File: config.mk
export PLATFORM = sky130hd
export DESIGN_NAME = write_release_top
export DESIGN_NICKNAME = d
export VERILOG_FILES = /design/src/hw/wack_cfg_pkg.sv /design/src/hw/wack_types_pkg.sv /design/src/hw/burst_word_splitter.sv /design/src/hw/ker_word_tally.sv /design/src/hw/release_credit_chain.sv /design/src/hw/wack_fifo.sv /design/src/hw/write_release_top.sv
export SDC_FILE = /design/constraint.sdc
export NUM_CORES = 1
export LEC_CHECK = 0
export ABC_CLOCK_PERIOD_IN_PS = 3700
export BUFFER_PORTS_ARGS = -buffer_cell sky130_fd_sc_hd__buf_2
export CAP_MARGIN = 15
export CORE_MARGIN = 3
export CORE_UTILIZATION = 42
export DETAILED_ROUTE_END_ITERATION = 10
export PLACE_DENSITY = 0.61
export RECOVER_POWER = 25
export SLEW_MARGIN = 20
export SYNTH_ARGS = -nofsm -noshare
export SYNTH_HDL_FRONTEND = slang
export SYNTH_HIERARCHICAL = 1
export SYNTH_SLANG_ARGS = --single-unit
File: constraint.sdc
create_clock -name clock -period 3.7 [get_ports clock]
set_input_delay 0.74 -clock clock [delete_from_list [all_inputs] [get_ports clock]]
set_output_delay 0.74 -clock clock [all_outputs]
set_load 0.02 [all_outputs]
File: src/hw/wack_cfg_pkg.sv
// write acknowledge release path
// sizes and cutoffs

`default_nettype none

package wack_cfg_pkg;

    // one count fifo entry holds the kernel words that finished inside one memory word
    localparam int KER_COUNT_WIDTH    = 4;
    localparam int BURSTCOUNT_WIDTH   = 4;      // snoop burst length is stored as length minus one

    // both fifos share one depth so the burst fifo can never run ahead of the count fifo
    localparam int ACK_FIFO_DEPTH     = 32;
    localparam int ACK_FIFO_ADDR_BITS = $clog2(ACK_FIFO_DEPTH);
    localparam int ACK_FIFO_OCC_BITS  = ACK_FIFO_ADDR_BITS + 1;

    // almost full rises with three free slots or fewer
    // one clock to stop the command fifo, one to the finished strobe and one to the fifo write
    localparam int ACK_FIFO_AF_CUTOFF = 3;

    localparam int TOTAL_OCC_BITS     = 10;     // nearly every write in flight can pile up here
    localparam int WORD_DEBT_BITS     = ACK_FIFO_ADDR_BITS + 1;  // msb is the sign of the debt
    localparam int MINI_COUNT_BITS    = 4;      // holds -1 to +6 in practice

    // the output counter only needs to cover the round trip of the almost full flag
    localparam int OUTPUT_CAPACITY    = 8;
    localparam int OUT_COUNT_BITS     = $clog2(OUTPUT_CAPACITY) + 1;

endpackage

`default_nettype wire

File: src/hw/wack_types_pkg.sv
// write acknowledge release path
// counter and payload types

`default_nettype none

package wack_types_pkg;

    // kernel words finished inside one memory word
    typedef logic [wack_cfg_pkg::KER_COUNT_WIDTH-1:0] ker_count_t;

    // burst length minus one as reported by the burst coalescer
    typedef logic [wack_cfg_pkg::BURSTCOUNT_WIDTH-1:0] burst_len_t;

    // wide credit count of kernel words that memory has acknowledged
    typedef logic [wack_cfg_pkg::TOTAL_OCC_BITS-1:0] occ_count_t;

    // memory words popped from a burst but not yet popped from the count fifo
    // the value is zero or negative so the msb reads as "words outstanding"
    typedef logic [wack_cfg_pkg::WORD_DEBT_BITS-1:0] word_debt_t;

    // small offset counter where -1 means empty
    typedef logic signed [wack_cfg_pkg::MINI_COUNT_BITS-1:0] mini_count_t;

    // valids waiting for the kernel downstream
    typedef logic [wack_cfg_pkg::OUT_COUNT_BITS-1:0] out_count_t;

endpackage

`default_nettype wire

File: src/hw/burst_word_splitter.sv
// burst to memory word splitter
// one write acknowledge releases a whole burst

`default_nettype none

module burst_word_splitter (
    input  wire                        clock,
    input  wire                        aclrn,
    input  wire                        i_writeack,     // one acknowledge per burst
    input  wire wack_types_pkg::burst_len_t i_burst_len, // burst fifo head, length minus one
    output logic                       o_burst_rd,     // pop the burst fifo
    output logic                       o_cnt_rd        // pop one memory word from the count fifo
);

    localparam int DEBT_MSB = wack_cfg_pkg::WORD_DEBT_BITS - 1;

    wack_types_pkg::word_debt_t words_add;  // length plus one of the burst acknowledged last cycle
    wack_types_pkg::word_debt_t debt;       // zero or minus the memory words still to pop

    // the burst head is consumed in the same cycle as its acknowledge
    assign o_burst_rd = i_writeack;

    always_ff @(posedge clock or negedge aclrn) begin
        if (!aclrn) begin
            words_add <= '0;
            debt      <= '0;
        end else begin
            words_add <= i_writeack ? wack_types_pkg::word_debt_t'(i_burst_len) +
                                      wack_types_pkg::word_debt_t'(1) : '0;
            // each pop pays back one memory word of the debt
            debt      <= debt - words_add + wack_types_pkg::word_debt_t'(o_cnt_rd);
        end
    end

    // a negative debt means acknowledged memory words still sit in the count fifo
    assign o_cnt_rd = debt[DEBT_MSB];

    // more outstanding words than the counter can hold would wrap it past zero
    a_debt_not_positive : assert property (@(posedge clock) disable iff (!aclrn)
        debt[DEBT_MSB] || (debt == '0))
        else $error("burst word debt went positive");

endmodule

`default_nettype wire

File: src/hw/ker_word_tally.sv
// kernel word tally
// counts finished kernel words per memory word

`default_nettype none

module ker_word_tally (
    input  wire                        clock,
    input  wire                        aclrn,
    input  wire                        i_cmd_can_read,       // controller moves forward this cycle
    input  wire                        i_cmd_rd_ack,         // last section of a kernel word is done
    input  wire                        i_cmd_is_coalescing,  // next section shares this memory word
    output logic                       o_cnt_wr,             // count fifo write strobe
    output wack_types_pkg::ker_count_t o_cnt_data            // kernel words in the finished word
);

    logic mem_word_done;    // registered memory word finished strobe
    logic ker_word_done;    // registered kernel word finished strobe

    // a memory word is finished when the controller advances and does not coalesce further
    // the write to the count fifo lands two cycles after that

    always_ff @(posedge clock or negedge aclrn) begin
        if (!aclrn) begin
            mem_word_done <= 1'b0;
            ker_word_done <= 1'b0;
            o_cnt_wr      <= 1'b0;
            o_cnt_data    <= '0;
        end else begin
            mem_word_done <= i_cmd_can_read & ~i_cmd_is_coalescing;
            ker_word_done <= i_cmd_rd_ack;
            o_cnt_wr      <= mem_word_done;

            // the accumulator is the write data itself
            // on a write the next memory word starts with whatever kernel strobe is in flight
            if (o_cnt_wr) begin
                o_cnt_data <= wack_types_pkg::ker_count_t'(ker_word_done);
            end else begin
                o_cnt_data <= o_cnt_data + wack_types_pkg::ker_count_t'(ker_word_done);
            end
        end
    end

    // upstream keeps the number of kernel words per memory word below the entry range
    // so a running tally never wraps before its memory word finishes
    a_tally_no_wrap : assert property (@(posedge clock) disable iff (!aclrn)
        (ker_word_done && !o_cnt_wr) |->
            (o_cnt_data != {wack_cfg_pkg::KER_COUNT_WIDTH{1'b1}}))
        else $error("kernel word tally wrapped");

endmodule

`default_nettype wire

File: src/hw/release_credit_chain.sv
// release credit chain
// credit counter, mini counter and output occupancy

`default_nettype none

module release_credit_chain (
    input  wire                        clock,
    input  wire                        aclrn,
    input  wire                        i_cnt_rd,       // a memory word was popped from the count fifo
    input  wire wack_types_pkg::ker_count_t i_cnt_data, // kernel words in that memory word
    input  wire                        i_pred_empty,   // predicate fifo has nothing to offer
    input  wire                        i_pred_data,    // head entry is predicated
    output logic                       o_pred_rd_ack,  // pop the predicate fifo
    output logic                       o_valid,        // a transfer is available downstream
    input  wire                        i_stall         // downstream back-pressure
);

    localparam int MINI_MSB = wack_cfg_pkg::MINI_COUNT_BITS - 1;

    wack_types_pkg::ker_count_t  credit_incr;       // registered copy of the popped entry
    wack_types_pkg::occ_count_t  credit;            // acknowledged kernel words not yet moved on
    logic                        credit_two_plus;   // credit was two or more last cycle
    logic                        credit_decr;       // move one unit into the mini counter
    logic                        mini_incr;         // credit_decr one cycle later
    logic                        mini_decr;         // a normal entry consumes one unit
    wack_types_pkg::mini_count_t mini;              // -1 means empty
    logic                        mini_nonzero;
    logic                        mini_af;
    logic                        out_incr;          // o_pred_rd_ack one cycle later
    logic                        out_decr;          // downstream accepted a transfer
    wack_types_pkg::out_count_t  out_count;
    wack_types_pkg::out_count_t  out_next;
    logic                        out_af;

    //////////////////////////////
    // wide credit counter
    //////////////////////////////

    always_ff @(posedge clock or negedge aclrn) begin
        if (!aclrn) begin
            credit_incr     <= '0;
            credit          <= '0;
            credit_two_plus <= 1'b0;
        end else begin
            credit_incr     <= i_cnt_rd ? i_cnt_data : '0;
            credit          <= credit + wack_types_pkg::occ_count_t'(credit_incr)
                                      - wack_types_pkg::occ_count_t'(credit_decr);
            credit_two_plus <= (credit >= wack_types_pkg::occ_count_t'(2));
        end
    end

    // at most one unit leaves per cycle so two or more last cycle still means nonzero now
    // the lsb covers the remaining case of exactly one and avoids a wide zero compare
    assign credit_decr = (credit_two_plus | credit[0]) & ~mini_af;

    //////////////////////////////
    // mini counter
    //////////////////////////////

    always_ff @(posedge clock or negedge aclrn) begin
        if (!aclrn) begin
            mini_incr <= 1'b0;
            mini      <= '1;                     // starts at -1 which reads as empty
            mini_af   <= 1'b0;
        end else begin
            mini_incr <= credit_decr;
            mini      <= mini + wack_types_pkg::mini_count_t'(mini_incr)
                              - wack_types_pkg::mini_count_t'(mini_decr);
            mini_af   <= ~mini[MINI_MSB] & mini[MINI_MSB-1];   // +4 or more
        end
    end

    assign mini_nonzero = ~mini[MINI_MSB];     // a sign bit of zero means at least one unit

    // a normal entry at the head of the predicate fifo needs one unit of credit
    assign mini_decr = ~out_af & ~i_pred_empty & ~i_pred_data & mini_nonzero;

    // a predicated entry has no memory write behind it and goes straight through
    assign o_pred_rd_ack = ~out_af & ~i_pred_empty & (i_pred_data | mini_nonzero);

    //////////////////////////////
    // output occupancy
    //////////////////////////////

    assign out_decr = o_valid & ~i_stall;
    assign out_next = out_count + wack_types_pkg::out_count_t'(out_incr)
                                - wack_types_pkg::out_count_t'(out_decr);

    always_ff @(posedge clock or negedge aclrn) begin
        if (!aclrn) begin
            out_incr  <= 1'b0;
            out_count <= '0;
            o_valid   <= 1'b0;
            out_af    <= 1'b1;                   // nothing is acknowledged while in reset
        end else begin
            out_incr  <= o_pred_rd_ack;
            out_count <= out_next;
            o_valid   <= (out_next != '0);
            // one acknowledge can still be in flight when the flag rises
            out_af    <= (out_next >= wack_types_pkg::out_count_t'(
                                          wack_cfg_pkg::OUTPUT_CAPACITY - 1));
        end
    end

    // the registered almost full and the pending increment together stay within capacity
    a_out_no_overflow : assert property (@(posedge clock) disable iff (!aclrn)
        out_count <= wack_types_pkg::out_count_t'(wack_cfg_pkg::OUTPUT_CAPACITY))
        else $error("output occupancy counter overflowed");

endmodule

`default_nettype wire

File: src/hw/wack_fifo.sv
// show-ahead fifo
// register array with occupancy and almost full

`default_nettype none

module wack_fifo #(
    parameter type payload_t = logic    // kernel word counts or burst lengths
) (
    input  wire           clock,
    input  wire           aclrn,
    input  wire           i_wr,             // write strobe
    input  wire payload_t i_wr_data,
    input  wire           i_rd,             // pop the head entry
    output payload_t      o_rd_data,        // head entry, valid whenever o_empty is low
    output logic          o_empty,
    output logic          o_almost_full     // registered against the cutoff
);

    typedef logic [wack_cfg_pkg::ACK_FIFO_ADDR_BITS-1:0] addr_t;
    typedef logic [wack_cfg_pkg::ACK_FIFO_OCC_BITS-1:0]  occ_t;

    payload_t mem [wack_cfg_pkg::ACK_FIFO_DEPTH];  // storage has no reset
    addr_t    wr_ptr;
    addr_t    rd_ptr;
    occ_t     occ;                                  // entries currently held
    occ_t     occ_next;

    //////////////////////////////
    // storage
    //////////////////////////////

    always_ff @(posedge clock) begin
        if (i_wr) begin
            mem[wr_ptr] <= i_wr_data;
        end
    end

    // the head is read straight out of the array so the consumer sees it a cycle early
    assign o_rd_data = mem[rd_ptr];

    //////////////////////////////
    // pointers and occupancy
    //////////////////////////////

    assign occ_next = occ + occ_t'(i_wr) - occ_t'(i_rd);
    assign o_empty  = (occ == '0);

    always_ff @(posedge clock or negedge aclrn) begin
        if (!aclrn) begin
            wr_ptr        <= '0;
            rd_ptr        <= '0;
            occ           <= '0;
            o_almost_full <= 1'b0;
        end else begin
            if (i_wr) begin
                wr_ptr <= wr_ptr + addr_t'(1);  // depth is a power of two so it wraps by itself
            end
            if (i_rd) begin
                rd_ptr <= rd_ptr + addr_t'(1);
            end
            occ <= occ_next;
            // flag rises as the occupancy reaches depth minus cutoff
            o_almost_full <= (occ_next >= occ_t'(wack_cfg_pkg::ACK_FIFO_DEPTH -
                                                 wack_cfg_pkg::ACK_FIFO_AF_CUTOFF));
        end
    end

    //////////////////////////////
    // checks
    //////////////////////////////

    // the writer must have reacted to almost full before the last slot is used
    a_no_write_when_full : assert property (@(posedge clock) disable iff (!aclrn)
        i_wr |-> (occ != occ_t'(wack_cfg_pkg::ACK_FIFO_DEPTH)))
        else $error("wack_fifo written while full");

    // the reader only pops entries that were written earlier
    a_no_read_when_empty : assert property (@(posedge clock) disable iff (!aclrn)
        i_rd |-> !o_empty)
        else $error("wack_fifo read while empty");

endmodule

`default_nettype wire

File: src/hw/write_release_top.sv
// write acknowledge release path
// top level

`default_nettype none

module write_release_top (
    input  wire                        clock,
    input  wire                        aclrn,

    // unaligned controller
    input  wire                        i_cmd_can_read,
    input  wire                        i_cmd_rd_ack,
    input  wire                        i_cmd_is_coalescing,
    output logic                       o_writeack_fifo_almost_full,  // stop issuing memory words

    // burst coalescer snoop
    input  wire                        i_burst_snoop_valid,
    input  wire wack_types_pkg::burst_len_t i_burst_snoop_len,

    // memory write acknowledge, one per burst
    input  wire                        i_writeack,

    // read side of the predicate fifo
    input  wire                        i_pred_empty,
    input  wire                        i_pred_data,
    output logic                       o_pred_rd_ack,

    // kernel downstream
    output logic                       o_valid,
    input  wire                        i_stall
);

    logic                       cnt_wr;
    wack_types_pkg::ker_count_t cnt_data;
    logic                       cnt_rd;
    wack_types_pkg::ker_count_t cnt_head;
    logic                       burst_rd;
    wack_types_pkg::burst_len_t burst_head;
    logic                       burst_empty;

    ker_word_tally tally_i (
        .clock               (clock),
        .aclrn               (aclrn),
        .i_cmd_can_read      (i_cmd_can_read),
        .i_cmd_rd_ack        (i_cmd_rd_ack),
        .i_cmd_is_coalescing (i_cmd_is_coalescing),
        .o_cnt_wr            (cnt_wr),
        .o_cnt_data          (cnt_data)
    );

    // kernel words per memory word, waiting for their burst to be acknowledged
    wack_fifo #(
        .payload_t (wack_types_pkg::ker_count_t)
    ) count_fifo_i (
        .clock         (clock),
        .aclrn         (aclrn),
        .i_wr          (cnt_wr),
        .i_wr_data     (cnt_data),
        .i_rd          (cnt_rd),
        .o_rd_data     (cnt_head),
        .o_empty       (),
        .o_almost_full (o_writeack_fifo_almost_full)
    );

    // burst lengths in issue order
    wack_fifo #(
        .payload_t (wack_types_pkg::burst_len_t)
    ) burst_fifo_i (
        .clock         (clock),
        .aclrn         (aclrn),
        .i_wr          (i_burst_snoop_valid),
        .i_wr_data     (i_burst_snoop_len),
        .i_rd          (burst_rd),
        .o_rd_data     (burst_head),
        .o_empty       (burst_empty),
        .o_almost_full ()
    );

    burst_word_splitter splitter_i (
        .clock       (clock),
        .aclrn       (aclrn),
        .i_writeack  (i_writeack),
        .i_burst_len (burst_head),
        .o_burst_rd  (burst_rd),
        .o_cnt_rd    (cnt_rd)
    );

    release_credit_chain chain_i (
        .clock         (clock),
        .aclrn         (aclrn),
        .i_cnt_rd      (cnt_rd),
        .i_cnt_data    (cnt_head),
        .i_pred_empty  (i_pred_empty),
        .i_pred_data   (i_pred_data),
        .o_pred_rd_ack (o_pred_rd_ack),
        .o_valid       (o_valid),
        .i_stall       (i_stall)
    );

    // memory only acknowledges bursts the coalescer has already issued
    a_ack_has_burst : assert property (@(posedge clock) disable iff (!aclrn)
        i_writeack |-> !burst_empty)
        else $error("write acknowledge without a recorded burst");

endmodule

`default_nettype wire

==> reports/results.txt <==
commonest cells after routing, fill and taps aside: edfxtp_1, inv_1, nor2_1
combinational share of power: 33.7%
RSZ-0062 raised after global routing: no
syn_nets: 948
clock tree buffer depth: 3
Storage cell area: 9525 µm²
Iter 0 DRT Violations: 550
starting density of the core: 43.00%
final wirelength: 26.12 mm
HPWL Detailed: 17.01 mm
vias in the first global route: 7280
Worst setup EP type: flop
Ys Warns: 6
global placement routability congestion: 0.7973
Synth Instances: 872
internal power: 8.849 mW
clk_lat worst skew: 540 ps
share of cells above drive strength 1: 15.21%
CTS tree: yes
critical path class: reg2reg
Layout Cells excl Fill: 1369
sequential fraction of design power: 40.6%
Util after Layout: 48.11%
power share of the clock group: 25.7%
Lkg Pwr: 5.704 nW
number of diodes: 0
CTS root buf: clkbuf_16
worst hold slack: 341.5 ps
Final Hold Viols: 0
Remaining DRCs: 0
met3 wire len: 1.555 mm
gr ovfl total: 0
failing checks: max-capacitance violations, max-slew violations
final worst setup slack: 924.3 ps
fin area: 15810 µm²
# resized after CTS: 0
total number of vias: 7236
Core Region: 32870 µm²
area of the multi-input gates: 4174 µm²
postcts setup bufs: 0
WL met2: 11.86 mm
GRT Util Overall: 14.92%
CP max FO: 27
die area: 35890 µm²
Clock Skews: 26.85 ps
Worst EP arrival: 3190 ps
Net Switching: 4.475 mW
vias per std cell: 5.286
Switching Fraction: 33.58%
area grow syn2layout: 11.88%
first-pass GRT wire length: 41.90 mm
Post-CTS Hold Fix Bufs: 0
Placed Instances: 1304
Antenna Nets Post-Route: 0
CTS Sinks: 329
CTS H-Tree Depth: 2
metal1 wirelength: 12.14 mm
final net count: 976
Die Wd: 189.4 µm
FMAX: 0.3603 GHz
Critical Path Source Type: flop
Die Y: 189.4 µm
relative slew slack: -45.05%
Fill cells: 2813
Buffers on Ports: 16
period utilisation layout: 75.02%
Max Cap Viol: 2
min cycle time layout: 2776 ps
pwr dens: 842.6 nW/µm²
Total Power: 13.32 mW
WP data required: 4110 ps
num rows: 66
initial antenna violation count: 0
CTS clk-pin slew, worst paths: 60 ps
Final TNS setup: 0 ps
placed inst area: 14670 µm²
Cell Area, Synth: 14130 µm²
Avg Inst Size Synth: 16.21 µm²
drt pass-1 iters: 6
worst-margin pin slew: 2176 ps
Slew Viols, Final: 75
Max Used Layer: met4
outcome: finished with violations
setup violators final: 0
CTS Buf Count: 36
largest net degree at the start of global routing: 41
commonest non-fill, non-tap cell in the layout: edfxtp_1
Boundary Pins: 17
Hold Path Class: in2reg
worst vdd ir: 0.0004050 V
Avg WL per Cell: 19.08 µm
Place WS: 1104 ps
[area by class of cell]
type	count	area share, %
Multi-Input combinational cell	441	26.40
Timing Repair Buffer	24	0.9574
Tap cell	442	3.497
Sequential cell	329	60.24
Inverter	68	1.614
Clock inverter	17	1.124
Clock buffer	48	6.172
[power by group through the flow]
stage	Combinational (mW)	Clock [mW]	Sequential (mW)
after floorplan	3.90	0	5.04
after global placement	4.45	0	5.49
after detailed placement	4.53	0	5.50
after CTS	4.55	3.51	5.43
after global routing	5.07	3.67	5.53
final	4.49	3.42	5.41
[per-layer routing]
layer	up-vias	track usage [%]
met1	3626	22.43
met2	208	22.47
met4	0	4.009
met5	-	0
met3	44	2.796
li1	3358	-
[path summary, 6_finish.rpt]
path | from | end | slack (ps) | cells after the start
setup reg to reg | burst_fifo_i/rd_ptr[0] | splitter_i/words_add[2] | 920 | 7
setup / recovery | burst_fifo_i/rd_ptr[0] | splitter_i/words_add[2] | 920 | 7
hold / removal | i_cmd_rd_ack | tally_i/ker_word_done | 340 | 1
min in group asynchronous | aclrn | chain_i/credit[7] | 850 | 1
hold reg to reg | tally_i/mem_word_done | tally_i/o_cnt_wr | 350 | 0
max in group asynchronous | aclrn | burst_fifo_i/wr_ptr[4] | 1310 | 2
[worst max-delay path, stage by stage (launching register included)]
cell	delay, ps
dfrtp_1	850
buf_12	310
mux4_2	530
a211oi_1	330
a21oi_1	120
ha_1	220
xor2_1	140
and2_1	160
[state kept, by name, indices dropped and copies added (netlist names)]
signal / cells
burst_fifo_i/mem: 128
burst_fifo_i/rd_ptr: 5
burst_fifo_i/wr_ptr: 5
chain_i/credit: 10
chain_i/credit_incr: 4
chain_i/credit_two_plus: 1
chain_i/mini: 4
chain_i/mini_af: 1
chain_i/mini_incr: 1
chain_i/o_valid: 1
chain_i/out_af: 1
chain_i/out_count: 4
chain_i/out_incr: 1
count_fifo_i/mem: 128
count_fifo_i/o_almost_full: 1
count_fifo_i/occ: 6
count_fifo_i/rd_ptr: 5
count_fifo_i/wr_ptr: 5
splitter_i/debt: 6
splitter_i/words_add: 5
tally_i/ker_word_done: 1
tally_i/mem_word_done: 1
tally_i/o_cnt_data: 4
tally_i/o_cnt_wr: 1
Power figures use the tool's default switching activity.
